$ cat config.mk
export PLATFORM = sky130hd
export DESIGN_NAME = rv_core
export DESIGN_NICKNAME = d
export VERILOG_FILES = /design/src/rv_pkg.sv /design/src/rv_alu.sv /design/src/rv_regfile.sv /design/src/rv_fetch.sv /design/src/rv_decode.sv /design/src/rv_execute.sv /design/src/rv_memwb.sv /design/src/rv_core.sv
export SDC_FILE = /design/constraint.sdc
export NUM_CORES = 2
export LEC_CHECK = 0
export CAP_MARGIN = 20
export CORE_UTILIZATION = 31
export CTS_BUF_LIST = sky130_fd_sc_hd__clkbuf_8
export DETAILED_ROUTE_END_ITERATION = 6
export DONT_BUFFER_PORTS = 1
export GPL_TIMING_DRIVEN = 0
export SYNTH_ARGS = -nofsm -noshare
export SYNTH_HDL_FRONTEND = slang
export SYNTH_SLANG_ARGS = --single-unit
$ cat constraint.sdc
create_clock -name clk -period 9.1 [get_ports clk]
set_input_delay 1.365 -clock clk [delete_from_list [all_inputs] [get_ports clk]]
set_output_delay 1.365 -clock clk [all_outputs]
set_load 0.1 [all_outputs]
$ cat src/rv_pkg.sv
`default_nettype none
// ---------------------------------------------------------------------
// shared widths, word types and encodings of the RV32I core
// opcode and branch values follow the ISA; alu ops are {instr[30], funct3}
// ---------------------------------------------------------------------

package rv_pkg;

  localparam int XLEN         = 32;
  localparam int DRAIN_CYCLES = 4;   // cycles to empty the pipe after fetch stops

  typedef logic [XLEN-1:0] word_t;
  typedef logic [4:0]      reg_addr_t;

  typedef enum logic [6:0] {
    OPC_OP     = 7'b0110011,
    OPC_OP_IMM = 7'b0010011,
    OPC_LOAD   = 7'b0000011,
    OPC_STORE  = 7'b0100011,
    OPC_BRANCH = 7'b1100011,
    OPC_LUI    = 7'b0110111
  } opcode_e;

  // encoded so that decode can build the op straight from the instruction
  typedef enum logic [3:0] {
    ALU_ADD  = 4'b0000,
    ALU_SUB  = 4'b1000,
    ALU_SLL  = 4'b0001,
    ALU_SLT  = 4'b0010,
    ALU_SLTU = 4'b0011,
    ALU_XOR  = 4'b0100,
    ALU_SRL  = 4'b0101,
    ALU_SRA  = 4'b1101,
    ALU_OR   = 4'b0110,
    ALU_AND  = 4'b0111
  } alu_op_e;

  typedef enum logic [2:0] {
    BR_EQ  = 3'b000,
    BR_NE  = 3'b001,
    BR_LT  = 3'b100,
    BR_GE  = 3'b101,
    BR_LTU = 3'b110,
    BR_GEU = 3'b111
  } branch_cond_e;

endpackage

`default_nettype wire

$ cat src/rv_alu.sv
`timescale 1ns/10ps
`default_nettype none
// ---------------------------------------------------------------------
// combinational integer ALU, shifts use b[4:0] only
// ---------------------------------------------------------------------

module rv_alu (
  input  rv_pkg::word_t   a,
  input  rv_pkg::word_t   b,
  input  rv_pkg::alu_op_e op,
  output rv_pkg::word_t   y
);
  import rv_pkg::*;

  logic [4:0] shamt;
  logic       lt_s;
  logic       lt_u;

  assign shamt = b[4:0];
  assign lt_s  = $signed(a) < $signed(b);
  assign lt_u  = a < b;

  always_comb
  begin
    case (op)
      ALU_ADD:  y = a + b;
      ALU_SUB:  y = a - b;
      ALU_SLL:  y = a << shamt;
      ALU_SLT:  y = {{(XLEN-1){1'b0}}, lt_s};
      ALU_SLTU: y = {{(XLEN-1){1'b0}}, lt_u};
      ALU_XOR:  y = a ^ b;
      ALU_SRL:  y = a >> shamt;
      ALU_SRA:  y = word_t'($signed(a) >>> shamt);   // sign fill
      ALU_OR:   y = a | b;
      ALU_AND:  y = a & b;
      default:  y = '0;
    endcase
  end

endmodule

`default_nettype wire

$ cat src/rv_regfile.sv
`timescale 1ns/10ps
`default_nettype none
// ---------------------------------------------------------------------
// 31 writable registers, x0 always reads zero
// a write is visible on the read ports in the same cycle
// ---------------------------------------------------------------------

module rv_regfile (
  input  logic              clk,
  input  logic              arst_n,
  input  rv_pkg::reg_addr_t rs1,
  input  rv_pkg::reg_addr_t rs2,
  output rv_pkg::word_t     rs1_data,
  output rv_pkg::word_t     rs2_data,
  input  logic              wr_en,
  input  rv_pkg::reg_addr_t wr_addr,
  input  rv_pkg::word_t     wr_data
);
  import rv_pkg::*;

  word_t regs [1:31];

  function automatic word_t rd_port(input reg_addr_t addr);
    word_t val;
    if (addr == '0)
      val = '0;
    else if (wr_en && (wr_addr == addr))
      val = wr_data;   // write-through
    else
      val = regs[addr];
    return val;
  endfunction

  always_ff @(posedge clk)
  begin
    if (wr_en && (wr_addr != '0))
      regs[wr_addr] <= wr_data;
  end

  always_comb
  begin
    rs1_data = rd_port(rs1);
    rs2_data = rd_port(rs2);
  end

  // writing x0 leaves it reading zero afterwards
  a_x0_zero: assert property (@(posedge clk) disable iff (!arst_n)
    (wr_en && (wr_addr == '0)) |=> ((rs1 != '0) || (rs1_data == '0)) &&
                                   ((rs2 != '0) || (rs2_data == '0)));

endmodule

`default_nettype wire

$ cat src/rv_fetch.sv
`timescale 1ns/10ps
`default_nettype none
// ---------------------------------------------------------------------
// PC and fetch/decode register; redirect has priority over stall
// an all-zero word stops fetch, halt follows after DRAIN_CYCLES
// a redirect while draining restarts fetch at the target
// ---------------------------------------------------------------------

module rv_fetch #(
  parameter rv_pkg::word_t RESET_PC = '0
) (
  input  logic          clk,
  input  logic          arst_n,
  input  logic          stall,
  input  logic          redirect,
  input  rv_pkg::word_t redirect_pc,
  output rv_pkg::word_t imem_addr,
  input  rv_pkg::word_t imem_data,
  output logic          if_valid,
  output rv_pkg::word_t if_pc,
  output rv_pkg::word_t if_instr,
  output logic          halt
);
  import rv_pkg::*;

  localparam int CNT_W = $clog2(DRAIN_CYCLES + 1);

  word_t            pc;
  logic             stopped;     // zero word seen, fetch parked
  logic [CNT_W-1:0] drain_cnt;
  logic             zero_word;

  assign imem_addr = pc;
  assign zero_word = (imem_data == '0);

  always_ff @(posedge clk or negedge arst_n)
  begin
    if (!arst_n)
    begin
      pc        <= RESET_PC;
      if_valid  <= 1'b0;
      stopped   <= 1'b0;
      drain_cnt <= '0;
      halt      <= 1'b0;
    end
    else if (redirect)
    begin
      pc       <= redirect_pc;
      if_valid <= 1'b0;        // squash the wrong-path fetch
      stopped  <= 1'b0;
    end
    else if (stopped)
    begin
      if_valid <= 1'b0;
      if (drain_cnt != '0)
        drain_cnt <= drain_cnt - 1'b1;
      if (drain_cnt == CNT_W'(1))
        halt <= 1'b1;
    end
    else if (!stall)
    begin
      if (zero_word)
      begin
        stopped   <= 1'b1;     // pc stays on the zero word
        drain_cnt <= CNT_W'(DRAIN_CYCLES);
        if_valid  <= 1'b0;
      end
      else
      begin
        pc       <= pc + 32'd4;
        if_valid <= 1'b1;
      end
    end
  end

  always_ff @(posedge clk)
  begin
    if (!stall)
    begin
      if_pc    <= pc;
      if_instr <= imem_data;
    end
  end

  // branch targets from execute keep the fetch address aligned
  a_pc_align: assert property (@(posedge clk) disable iff (!arst_n)
    imem_addr[1:0] == 2'b00);

  a_halt_sticky: assert property (@(posedge clk) disable iff (!arst_n)
    halt |=> halt);

endmodule

`default_nettype wire

$ cat src/rv_decode.sv
`timescale 1ns/10ps
`default_nettype none
// ---------------------------------------------------------------------
// field and immediate decode, load-use stall, decode/execute register
// id_rd is zero for instructions without a result, unknown opcodes are nops
// ---------------------------------------------------------------------

module rv_decode (
  input  logic                 clk,
  input  logic                 arst_n,
  input  logic                 if_valid,
  input  rv_pkg::word_t        if_pc,
  input  rv_pkg::word_t        if_instr,
  input  logic                 redirect,
  input  logic                 ex_valid,
  input  rv_pkg::reg_addr_t    ex_rd,
  input  logic                 ex_is_load,
  output rv_pkg::reg_addr_t    rs1,
  output rv_pkg::reg_addr_t    rs2,
  input  rv_pkg::word_t        rs1_data,
  input  rv_pkg::word_t        rs2_data,
  output logic                 stall,
  output logic                 id_valid,
  output rv_pkg::word_t        id_pc,
  output rv_pkg::opcode_e      id_opcode,
  output rv_pkg::alu_op_e      id_alu_op,
  output rv_pkg::branch_cond_e id_br_cond,
  output rv_pkg::reg_addr_t    id_rs1,
  output rv_pkg::reg_addr_t    id_rs2,
  output rv_pkg::reg_addr_t    id_rd,
  output rv_pkg::word_t        id_imm,
  output rv_pkg::word_t        id_rs1_data,
  output rv_pkg::word_t        id_rs2_data
);
  import rv_pkg::*;

  opcode_e    opcode;
  logic [2:0] funct3;
  logic       alt;       // instr[30], picks sub and sra
  reg_addr_t  rd;
  word_t      imm;
  alu_op_e    alu_op;
  logic       use_rs1;
  logic       use_rs2;

  assign opcode = opcode_e'(if_instr[6:0]);
  assign funct3 = if_instr[14:12];
  assign alt    = if_instr[30];
  assign rs1    = if_instr[19:15];
  assign rs2    = if_instr[24:20];

  always_comb
  begin
    imm     = '0;
    alu_op  = ALU_ADD;   // address add for loads and stores
    rd      = '0;
    use_rs1 = 1'b0;
    use_rs2 = 1'b0;
    case (opcode)
      OPC_OP:
      begin
        alu_op  = alu_op_e'({alt, funct3});
        rd      = if_instr[11:7];
        use_rs1 = 1'b1;
        use_rs2 = 1'b1;
      end
      OPC_OP_IMM:
      begin
        // only srai reads instr[30], addi has no subtract form
        alu_op  = alu_op_e'({alt && (funct3 == 3'b101), funct3});
        imm     = {{20{if_instr[31]}}, if_instr[31:20]};
        rd      = if_instr[11:7];
        use_rs1 = 1'b1;
      end
      OPC_LOAD:
      begin
        imm     = {{20{if_instr[31]}}, if_instr[31:20]};
        rd      = if_instr[11:7];
        use_rs1 = 1'b1;
      end
      OPC_STORE:
      begin
        imm     = {{20{if_instr[31]}}, if_instr[31:25], if_instr[11:7]};
        use_rs1 = 1'b1;
        use_rs2 = 1'b1;
      end
      OPC_BRANCH:
      begin
        imm = {{20{if_instr[31]}}, if_instr[7], if_instr[30:25], if_instr[11:8], 1'b0};
        use_rs1 = 1'b1;
        use_rs2 = 1'b1;
      end
      OPC_LUI:
      begin
        imm = {if_instr[31:12], 12'b0};
        rd  = if_instr[11:7];
      end
      default: ;
    endcase
  end

  // load now in execute feeds this instruction, hold it one cycle
  assign stall = if_valid && id_valid && (id_opcode == OPC_LOAD) && (id_rd != '0) &&
                 ((use_rs1 && (rs1 == id_rd)) || (use_rs2 && (rs2 == id_rd)));

  always_ff @(posedge clk or negedge arst_n)
  begin
    if (!arst_n)
      id_valid <= 1'b0;
    else if (redirect || stall)
      id_valid <= 1'b0;    // flush or bubble
    else
      id_valid <= if_valid;
  end

  always_ff @(posedge clk)
  begin
    id_pc       <= if_pc;
    id_opcode   <= opcode;
    id_alu_op   <= alu_op;
    id_br_cond  <= branch_cond_e'(funct3);
    id_rs1      <= rs1;
    id_rs2      <= rs2;
    id_rd       <= rd;
    id_imm      <= imm;
    id_rs1_data <= rs1_data;
    id_rs2_data <= rs2_data;
  end

  // the load that caused a stall sits in the memory stage next cycle
  a_stall_load: assert property (@(posedge clk) disable iff (!arst_n)
    (stall && !redirect) |=> ex_valid && ex_is_load && (ex_rd != '0));

endmodule

`default_nettype wire

$ cat src/rv_execute.sv
`timescale 1ns/10ps
`default_nettype none
// ---------------------------------------------------------------------
// operand forwarding, ALU, branch resolution and execute/memory register
// redirect is combinational while the taken branch is in this stage
// ---------------------------------------------------------------------

module rv_execute (
  input  logic                 clk,
  input  logic                 arst_n,
  input  logic                 id_valid,
  input  rv_pkg::word_t        id_pc,
  input  rv_pkg::opcode_e      id_opcode,
  input  rv_pkg::alu_op_e      id_alu_op,
  input  rv_pkg::branch_cond_e id_br_cond,
  input  rv_pkg::reg_addr_t    id_rs1,
  input  rv_pkg::reg_addr_t    id_rs2,
  input  rv_pkg::reg_addr_t    id_rd,
  input  rv_pkg::word_t        id_imm,
  input  rv_pkg::word_t        id_rs1_data,
  input  rv_pkg::word_t        id_rs2_data,
  input  logic                 wb_en,
  input  rv_pkg::reg_addr_t    wb_rd,
  input  rv_pkg::word_t        wb_data,
  output logic                 redirect,
  output rv_pkg::word_t        redirect_pc,
  output logic                 ex_valid,
  output rv_pkg::reg_addr_t    ex_rd,
  output rv_pkg::word_t        ex_result,
  output rv_pkg::word_t        ex_store_data,
  output logic                 ex_is_load,
  output logic                 ex_is_store
);
  import rv_pkg::*;

  word_t op_a;
  word_t op_b;     // forwarded rs2, also the store data
  word_t alu_b;
  word_t alu_y;
  logic  taken;

  // newest producer wins, a load in the memory stage has no data yet
  function automatic word_t fwd(input reg_addr_t rs, input word_t rf_data);
    word_t val;
    if (ex_valid && !ex_is_load && (ex_rd != '0) && (ex_rd == rs))
      val = ex_result;
    else if (wb_en && (wb_rd == rs))
      val = wb_data;
    else
      val = rf_data;
    return val;
  endfunction

  always_comb
  begin
    op_a = fwd(id_rs1, id_rs1_data);
    op_b = fwd(id_rs2, id_rs2_data);
  end

  assign alu_b = (id_opcode == OPC_OP) ? op_b : id_imm;

  rv_alu i_alu (
    .a  (op_a),
    .b  (alu_b),
    .op (id_alu_op),
    .y  (alu_y)
  );

  always_comb
  begin
    case (id_br_cond)
      BR_EQ:   taken = (op_a == op_b);
      BR_NE:   taken = (op_a != op_b);
      BR_LT:   taken = $signed(op_a) < $signed(op_b);
      BR_GE:   taken = $signed(op_a) >= $signed(op_b);
      BR_LTU:  taken = op_a < op_b;
      BR_GEU:  taken = op_a >= op_b;
      default: taken = 1'b0;   // reserved funct3 falls through
    endcase
  end

  assign redirect    = id_valid && (id_opcode == OPC_BRANCH) && taken;
  assign redirect_pc = id_pc + id_imm;

  always_ff @(posedge clk or negedge arst_n)
  begin
    if (!arst_n)
    begin
      ex_valid    <= 1'b0;
      ex_is_load  <= 1'b0;
      ex_is_store <= 1'b0;
    end
    else
    begin
      ex_valid    <= id_valid;
      ex_is_load  <= id_valid && (id_opcode == OPC_LOAD);
      ex_is_store <= id_valid && (id_opcode == OPC_STORE);
    end
  end

  always_ff @(posedge clk)
  begin
    ex_rd         <= id_rd;
    ex_result     <= (id_opcode == OPC_LUI) ? id_imm : alu_y;  // lui skips the ALU
    ex_store_data <= op_b;
  end

endmodule

`default_nettype wire

$ cat src/rv_memwb.sv
`timescale 1ns/10ps
`default_nettype none
// ---------------------------------------------------------------------
// word-only data memory access and the writeback register
// dmem_rdata is expected in the same cycle as dmem_rd_en
// ---------------------------------------------------------------------

module rv_memwb (
  input  logic              clk,
  input  logic              arst_n,
  input  logic              ex_valid,
  input  rv_pkg::reg_addr_t ex_rd,
  input  rv_pkg::word_t     ex_result,
  input  rv_pkg::word_t     ex_store_data,
  input  logic              ex_is_load,
  input  logic              ex_is_store,
  output rv_pkg::word_t     dmem_addr,
  output rv_pkg::word_t     dmem_wdata,
  output logic              dmem_wr_en,
  output logic              dmem_rd_en,
  input  rv_pkg::word_t     dmem_rdata,
  output logic              wb_en,
  output rv_pkg::reg_addr_t wb_rd,
  output rv_pkg::word_t     wb_data
);
  import rv_pkg::*;

  assign dmem_addr  = ex_result;       // address computed in execute
  assign dmem_wdata = ex_store_data;
  assign dmem_wr_en = ex_valid && ex_is_store;
  assign dmem_rd_en = ex_valid && ex_is_load;

  always_ff @(posedge clk or negedge arst_n)
  begin
    if (!arst_n)
      wb_en <= 1'b0;
    else
      wb_en <= ex_valid && !ex_is_store && (ex_rd != '0);
  end

  always_ff @(posedge clk)
  begin
    wb_rd   <= ex_rd;
    wb_data <= ex_is_load ? dmem_rdata : ex_result;
  end

  a_dmem_align: assert property (@(posedge clk) disable iff (!arst_n)
    (dmem_wr_en || dmem_rd_en) |-> (dmem_addr[1:0] == 2'b00));

  // load and store flags come from one decoded opcode
  a_dmem_excl: assert property (@(posedge clk) disable iff (!arst_n)
    !(dmem_wr_en && dmem_rd_en));

endmodule

`default_nettype wire

$ cat src/rv_core.sv
`timescale 1ns/10ps
`default_nettype none
// ---------------------------------------------------------------------
// five-stage RV32I core, memories live outside
// imem_data and dmem_rdata must be returned in the same cycle
// ---------------------------------------------------------------------

module rv_core #(
  parameter rv_pkg::word_t RESET_PC = '0
) (
  input  logic          clk,
  input  logic          arst_n,
  output rv_pkg::word_t imem_addr,
  input  rv_pkg::word_t imem_data,
  output rv_pkg::word_t dmem_addr,
  output rv_pkg::word_t dmem_wdata,
  output logic          dmem_wr_en,
  output logic          dmem_rd_en,
  input  rv_pkg::word_t dmem_rdata,
  output logic          halt
);
  import rv_pkg::*;

  logic         stall;
  logic         redirect;
  word_t        redirect_pc;
  logic         if_valid;
  word_t        if_pc;
  word_t        if_instr;
  reg_addr_t    rs1;
  reg_addr_t    rs2;
  word_t        rs1_data;
  word_t        rs2_data;
  logic         id_valid;
  word_t        id_pc;
  opcode_e      id_opcode;
  alu_op_e      id_alu_op;
  branch_cond_e id_br_cond;
  reg_addr_t    id_rs1;
  reg_addr_t    id_rs2;
  reg_addr_t    id_rd;
  word_t        id_imm;
  word_t        id_rs1_data;
  word_t        id_rs2_data;
  logic         ex_valid;
  reg_addr_t    ex_rd;
  word_t        ex_result;
  word_t        ex_store_data;
  logic         ex_is_load;
  logic         ex_is_store;
  logic         wb_en;
  reg_addr_t    wb_rd;
  word_t        wb_data;

  rv_fetch #(.RESET_PC(RESET_PC)) i_fetch (
    .clk, .arst_n, .stall, .redirect, .redirect_pc,
    .imem_addr, .imem_data, .if_valid, .if_pc, .if_instr, .halt
  );

  rv_regfile i_regfile (
    .clk, .arst_n, .rs1, .rs2, .rs1_data, .rs2_data,
    .wr_en (wb_en), .wr_addr (wb_rd), .wr_data (wb_data)
  );

  rv_decode i_decode (
    .clk, .arst_n, .if_valid, .if_pc, .if_instr, .redirect,
    .ex_valid, .ex_rd, .ex_is_load, .rs1, .rs2, .rs1_data, .rs2_data, .stall,
    .id_valid, .id_pc, .id_opcode, .id_alu_op, .id_br_cond,
    .id_rs1, .id_rs2, .id_rd, .id_imm, .id_rs1_data, .id_rs2_data
  );

  rv_execute i_execute (
    .clk, .arst_n, .id_valid, .id_pc, .id_opcode, .id_alu_op, .id_br_cond,
    .id_rs1, .id_rs2, .id_rd, .id_imm, .id_rs1_data, .id_rs2_data,
    .wb_en, .wb_rd, .wb_data, .redirect, .redirect_pc,
    .ex_valid, .ex_rd, .ex_result, .ex_store_data, .ex_is_load, .ex_is_store
  );

  rv_memwb i_memwb (
    .clk, .arst_n, .ex_valid, .ex_rd, .ex_result, .ex_store_data,
    .ex_is_load, .ex_is_store, .dmem_addr, .dmem_wdata, .dmem_wr_en,
    .dmem_rd_en, .dmem_rdata, .wb_en, .wb_rd, .wb_data
  );

endmodule

`default_nettype wire

==> out/metrics.csv <==
metric,value,unit
HPWL reported at the end of detailed placement,226,mm
TNS Setup,0,ns
Final Skew,0.124,ns
count of final setup violators,0,
sequential area share after synthesis,53.9,%
Hold Path Class,input port to async pin,
Remaining DRCs,1,
# Post-CTS Setup Buffers,0,
width of the die,479,um
All-Layer GR Usage,25.2,%
r2r setup slk,0.08,ns
CP endpoint kind,register,
CTS Buf Count,221,
Syn Std Cell Area,0.0706,mm^2
GR peak layer,met2,
core area,0.226,mm^2
dpl ws,-0.126,ns
H-tree depth,4,
worst setup margin,0.0814,ns
Gate Count Post-Synth,5365,
status,"complete, but fails checks",
synth unique cells,103,
Synth Area in Compound Gates,11.2,%
"EDFF count, synth",1056,
Max Freq,111,MHz
top-area cell type share of the netlist area,44.9,%
DP Area,0.0771,mm^2
Post-Syn Nets,5598,
"FFs w/ async S/R, synth",3.16,%
Die Ht,479,um
Worst EP required,9.92,ns
Min Hold Slack,0.0842,ns
Clock transition at path regs,0.06,ns
Post-Synth Simple-Gate Area,7.25,%
row cnt,174,
vias,53738,
gp weighted congestion,1.09,
Final Hold Viols,0,
Post-Route WL,297,mm
xor/xnor cell area share of the yosys netlist,1.36,%
CTS Buffer Depth,3,
ys flop type,edfxtp_1,
post-synthesis mux area share,20.3,%
share of cells above drive strength 1,19.2,%
Port Buf Inserts,0,
GR Overflow Total,0,
CP arrival,9.84,ns
area delta synth->final,15.5,%
Crit Path Class,register to register,
NumNets Final,5961,
CTS tree,yes,
Adder-Cell Fraction of Synth Area,2.99,%
vias per std cell,6.02,
Synth Warn #,0,
VDD IR max,0.135,mV
overall power,15.8,mW
maximum fanout along the worst path,11,
grt met1 use,32.7,%
Slew @ Worst Pin,1.56,ns
Die Area,0.230,mm^2
RSZ-0062 raised after global routing,false,
Synth area leader,edfxtp_1,
maxcap violations,0,
Pins Over Slew Limit,1,
final critical-path required period,9.02,ns
failing checks,"DRC, slew limit",
initial antenna violation count,30,
Clock Root Buffer,clkbuf_8,
clk sinks,1362,
clk_lat worst skew,1.04,ns
Lkg Pwr,28.1,nW
Starting Density,31.3,%
largest cells by area after synthesis,"edfxtp_1, mux4_2, dfxtp_1",
main combinational cell family by area after synthesis,multiplexers,
routed length per placed instance,33.3,um
first-pass GRT wire length,408,mm
relative slew slack,-3.90,%
synthesis-stage register bit count,1362,
M2 GR Usage,36.9,%
number of global-route vias before repair,51804,
DR iter-0 viols,8064,
remaining antenna violation count,0,
Ports,165,
Startpoint Class,register,
Global Route met3 Usage,7.76,%
mean area per synthesized cell,13.2,um^2
TritonRoute pass-1 iters,7,
period utilization,99.1,%
largest net degree at the start of global routing,36,
final instance area,0.0816,mm^2
Power Density,193,mW/mm^2
-- layout by cell type (no fill, tap or decap), drive strengths merged, types with 10 or more instances in the layout --
cell	n
a221oi	91
a21oi	412
nand2	259
nand4	25
nor4	27
a22oi	25
dfrtp	43
a211oi	33
ha	164
xor2	29
xnor2	81
clkbuf	480
dfxtp	263
o21a	19
o22ai	26
o221ai	49
o211ai	32
edfxtp	1056
and2	12
nor3	154
and3	19
buf	265
o31ai	15
mux2i	314
mux2	121
mux4	436
or4	11
o21ai	279
nor2b	67
clkinv	67
a32oi	10
a31oi	58
nor2	344
or3	25
diode	11
nand3	86
o21bai	11
a21o	60
nand2b	24
inv	256
-- critical path: stages, from the launching register on --
cell	delay, ns
dfrtp_1	0.32
clkbuf_1	0.57
nor2b_1	0.14
nand4_1	0.30
or2_4	0.21
buf_6	0.14
a31oi_1	0.18
mux2i_2	0.68
buf_2	0.37
clkbuf_1	0.67
clkbuf_1	0.72
ha_1	0.38
clkbuf_1	0.22
o21a_1	0.16
o31a_1	0.16
o31ai_1	0.64
a21oi_1	0.31
o311ai_1	0.64
a221oi_1	0.25
a21oi_1	0.31
nor3_1	0.11
mux2i_1	0.14
a2111oi_1	0.83
a31oi_1	0.37
-- cell usage after synthesis (26+ instances only) --
library cell     n
buf_2           48
clkbuf_1       249
mux2_2         116
nor3_1         153
nand2_1        258
dfxtp_1        263
xor2_1          29
ha_1           164
a211oi_1        33
nor2_1         342
o21ai_0        271
o221ai_1        49
a21o_1          60
a31oi_1         58
o22ai_1         26
inv_1          138
a221oi_1        90
a21oi_1        409
nand3_1         86
mux2i_1        311
edfxtp_1      1056
buf_1           71
dfrtp_1         43
xnor2_1         81
o211ai_1        30
mux4_2         436
nor2b_1         67
-- cells by family (layout without fill, tap and decap cells) --
family	count (synthesis)	after routing
adders and majority gates	167	167
buffers and inverters	526	1079
xor gates and xnor gates	110	110
DFF	1362	1362
and+or+nand+nor	1089	1089
AOI/OAI and AO/OA	1240	1240
muxes	871	871
other	0	11
-- metal layers --
metal | up-vias | share of wire [%]
met5 | - | 0.018
met4 | 8 | 6.6
met3 | 795 | 12
met2 | 3745 | 43
met1 | 27281 | 39
li1 | 21909 | -
-- power breakdown --
| part | leakage (nW) | switching [mW] | internal, mW |
|---|---|---|---|
| Sequential | 12.3 | 0.862 | 7.11 |
| Clock | 2.52 | 2.66 | 2.52 |
| Combinational | 13.3 | 1.71 | 0.909 |
-- layout make-up --
cell class / instances / area (um^2)
inverter: 146 / 548
clock buffer: 226 / 3110
multi-input combinational: 3477 / 30800
antenna: 11 / 27.5
timing repair buffer: 140 / 2540
buffer: 380 / 1550
fill: 21752 / 144000
sequential: 1362 / 38100
tap: 2992 / 3740
clock inverter: 187 / 1140
-- flip-flops by register name (all words and copies together), names as in the netlist, 7 cells and up --
name / flops
i_decode.id_pc: 32
i_regfile.regs: 992
i_fetch.if_instr: 32
i_decode.id_rs1_data: 32
i_fetch.if_pc: 32
i_decode.id_imm: 32
i_memwb.wb_data: 32
i_decode.id_opcode: 7
i_decode.id_rs2_data: 32
i_execute.ex_result: 32
i_fetch.imem_addr: 32
i_execute.ex_store_data: 32
-- timing repair --
action                                  CTS  global route
resized for setup                         1             3
gates cloned                              0             0
endpoints found under the setup margin    1             3
hold endpoints to repair                 14             0
hold buffers                              1             0
-- per-stage QoR --
stage / utilization (%) / cells
3_3_place_gp: 33.0 / 8357
5_1_grt: 36.2 / 8914
6_report: 36.2 / 8921
2_1_floorplan: - / 5365
3_5_place_dp: 34.2 / 8481
4_1_cts: 36.1 / 8895
-- final timing paths --
kind / start / to / cells past startpoint
setup / recovery: i_execute.ex_is_load$_DFF_PN0_ / i_execute.ex_result[31]$_DFF_P_ / 23
hold / removal: arst_n / i_fetch.imem_addr[5]$_DFFE_PN0P_ / 0
setup reg to reg: i_execute.ex_is_load$_DFF_PN0_ / i_execute.ex_result[31]$_DFF_P_ / 23
hold reg to reg: i_fetch.if_pc[15]$_DFFE_PN_ / i_decode.id_pc[15]$_DFF_P_ / 0
max in group asynchronous: arst_n / i_fetch.drain_cnt[2]$_DFFE_PN0P_ / 1
min in group clk: i_fetch.if_pc[15]$_DFFE_PN_ / i_decode.id_pc[15]$_DFF_P_ / 0
No activity file was read; power rests on OpenSTA's default activity.
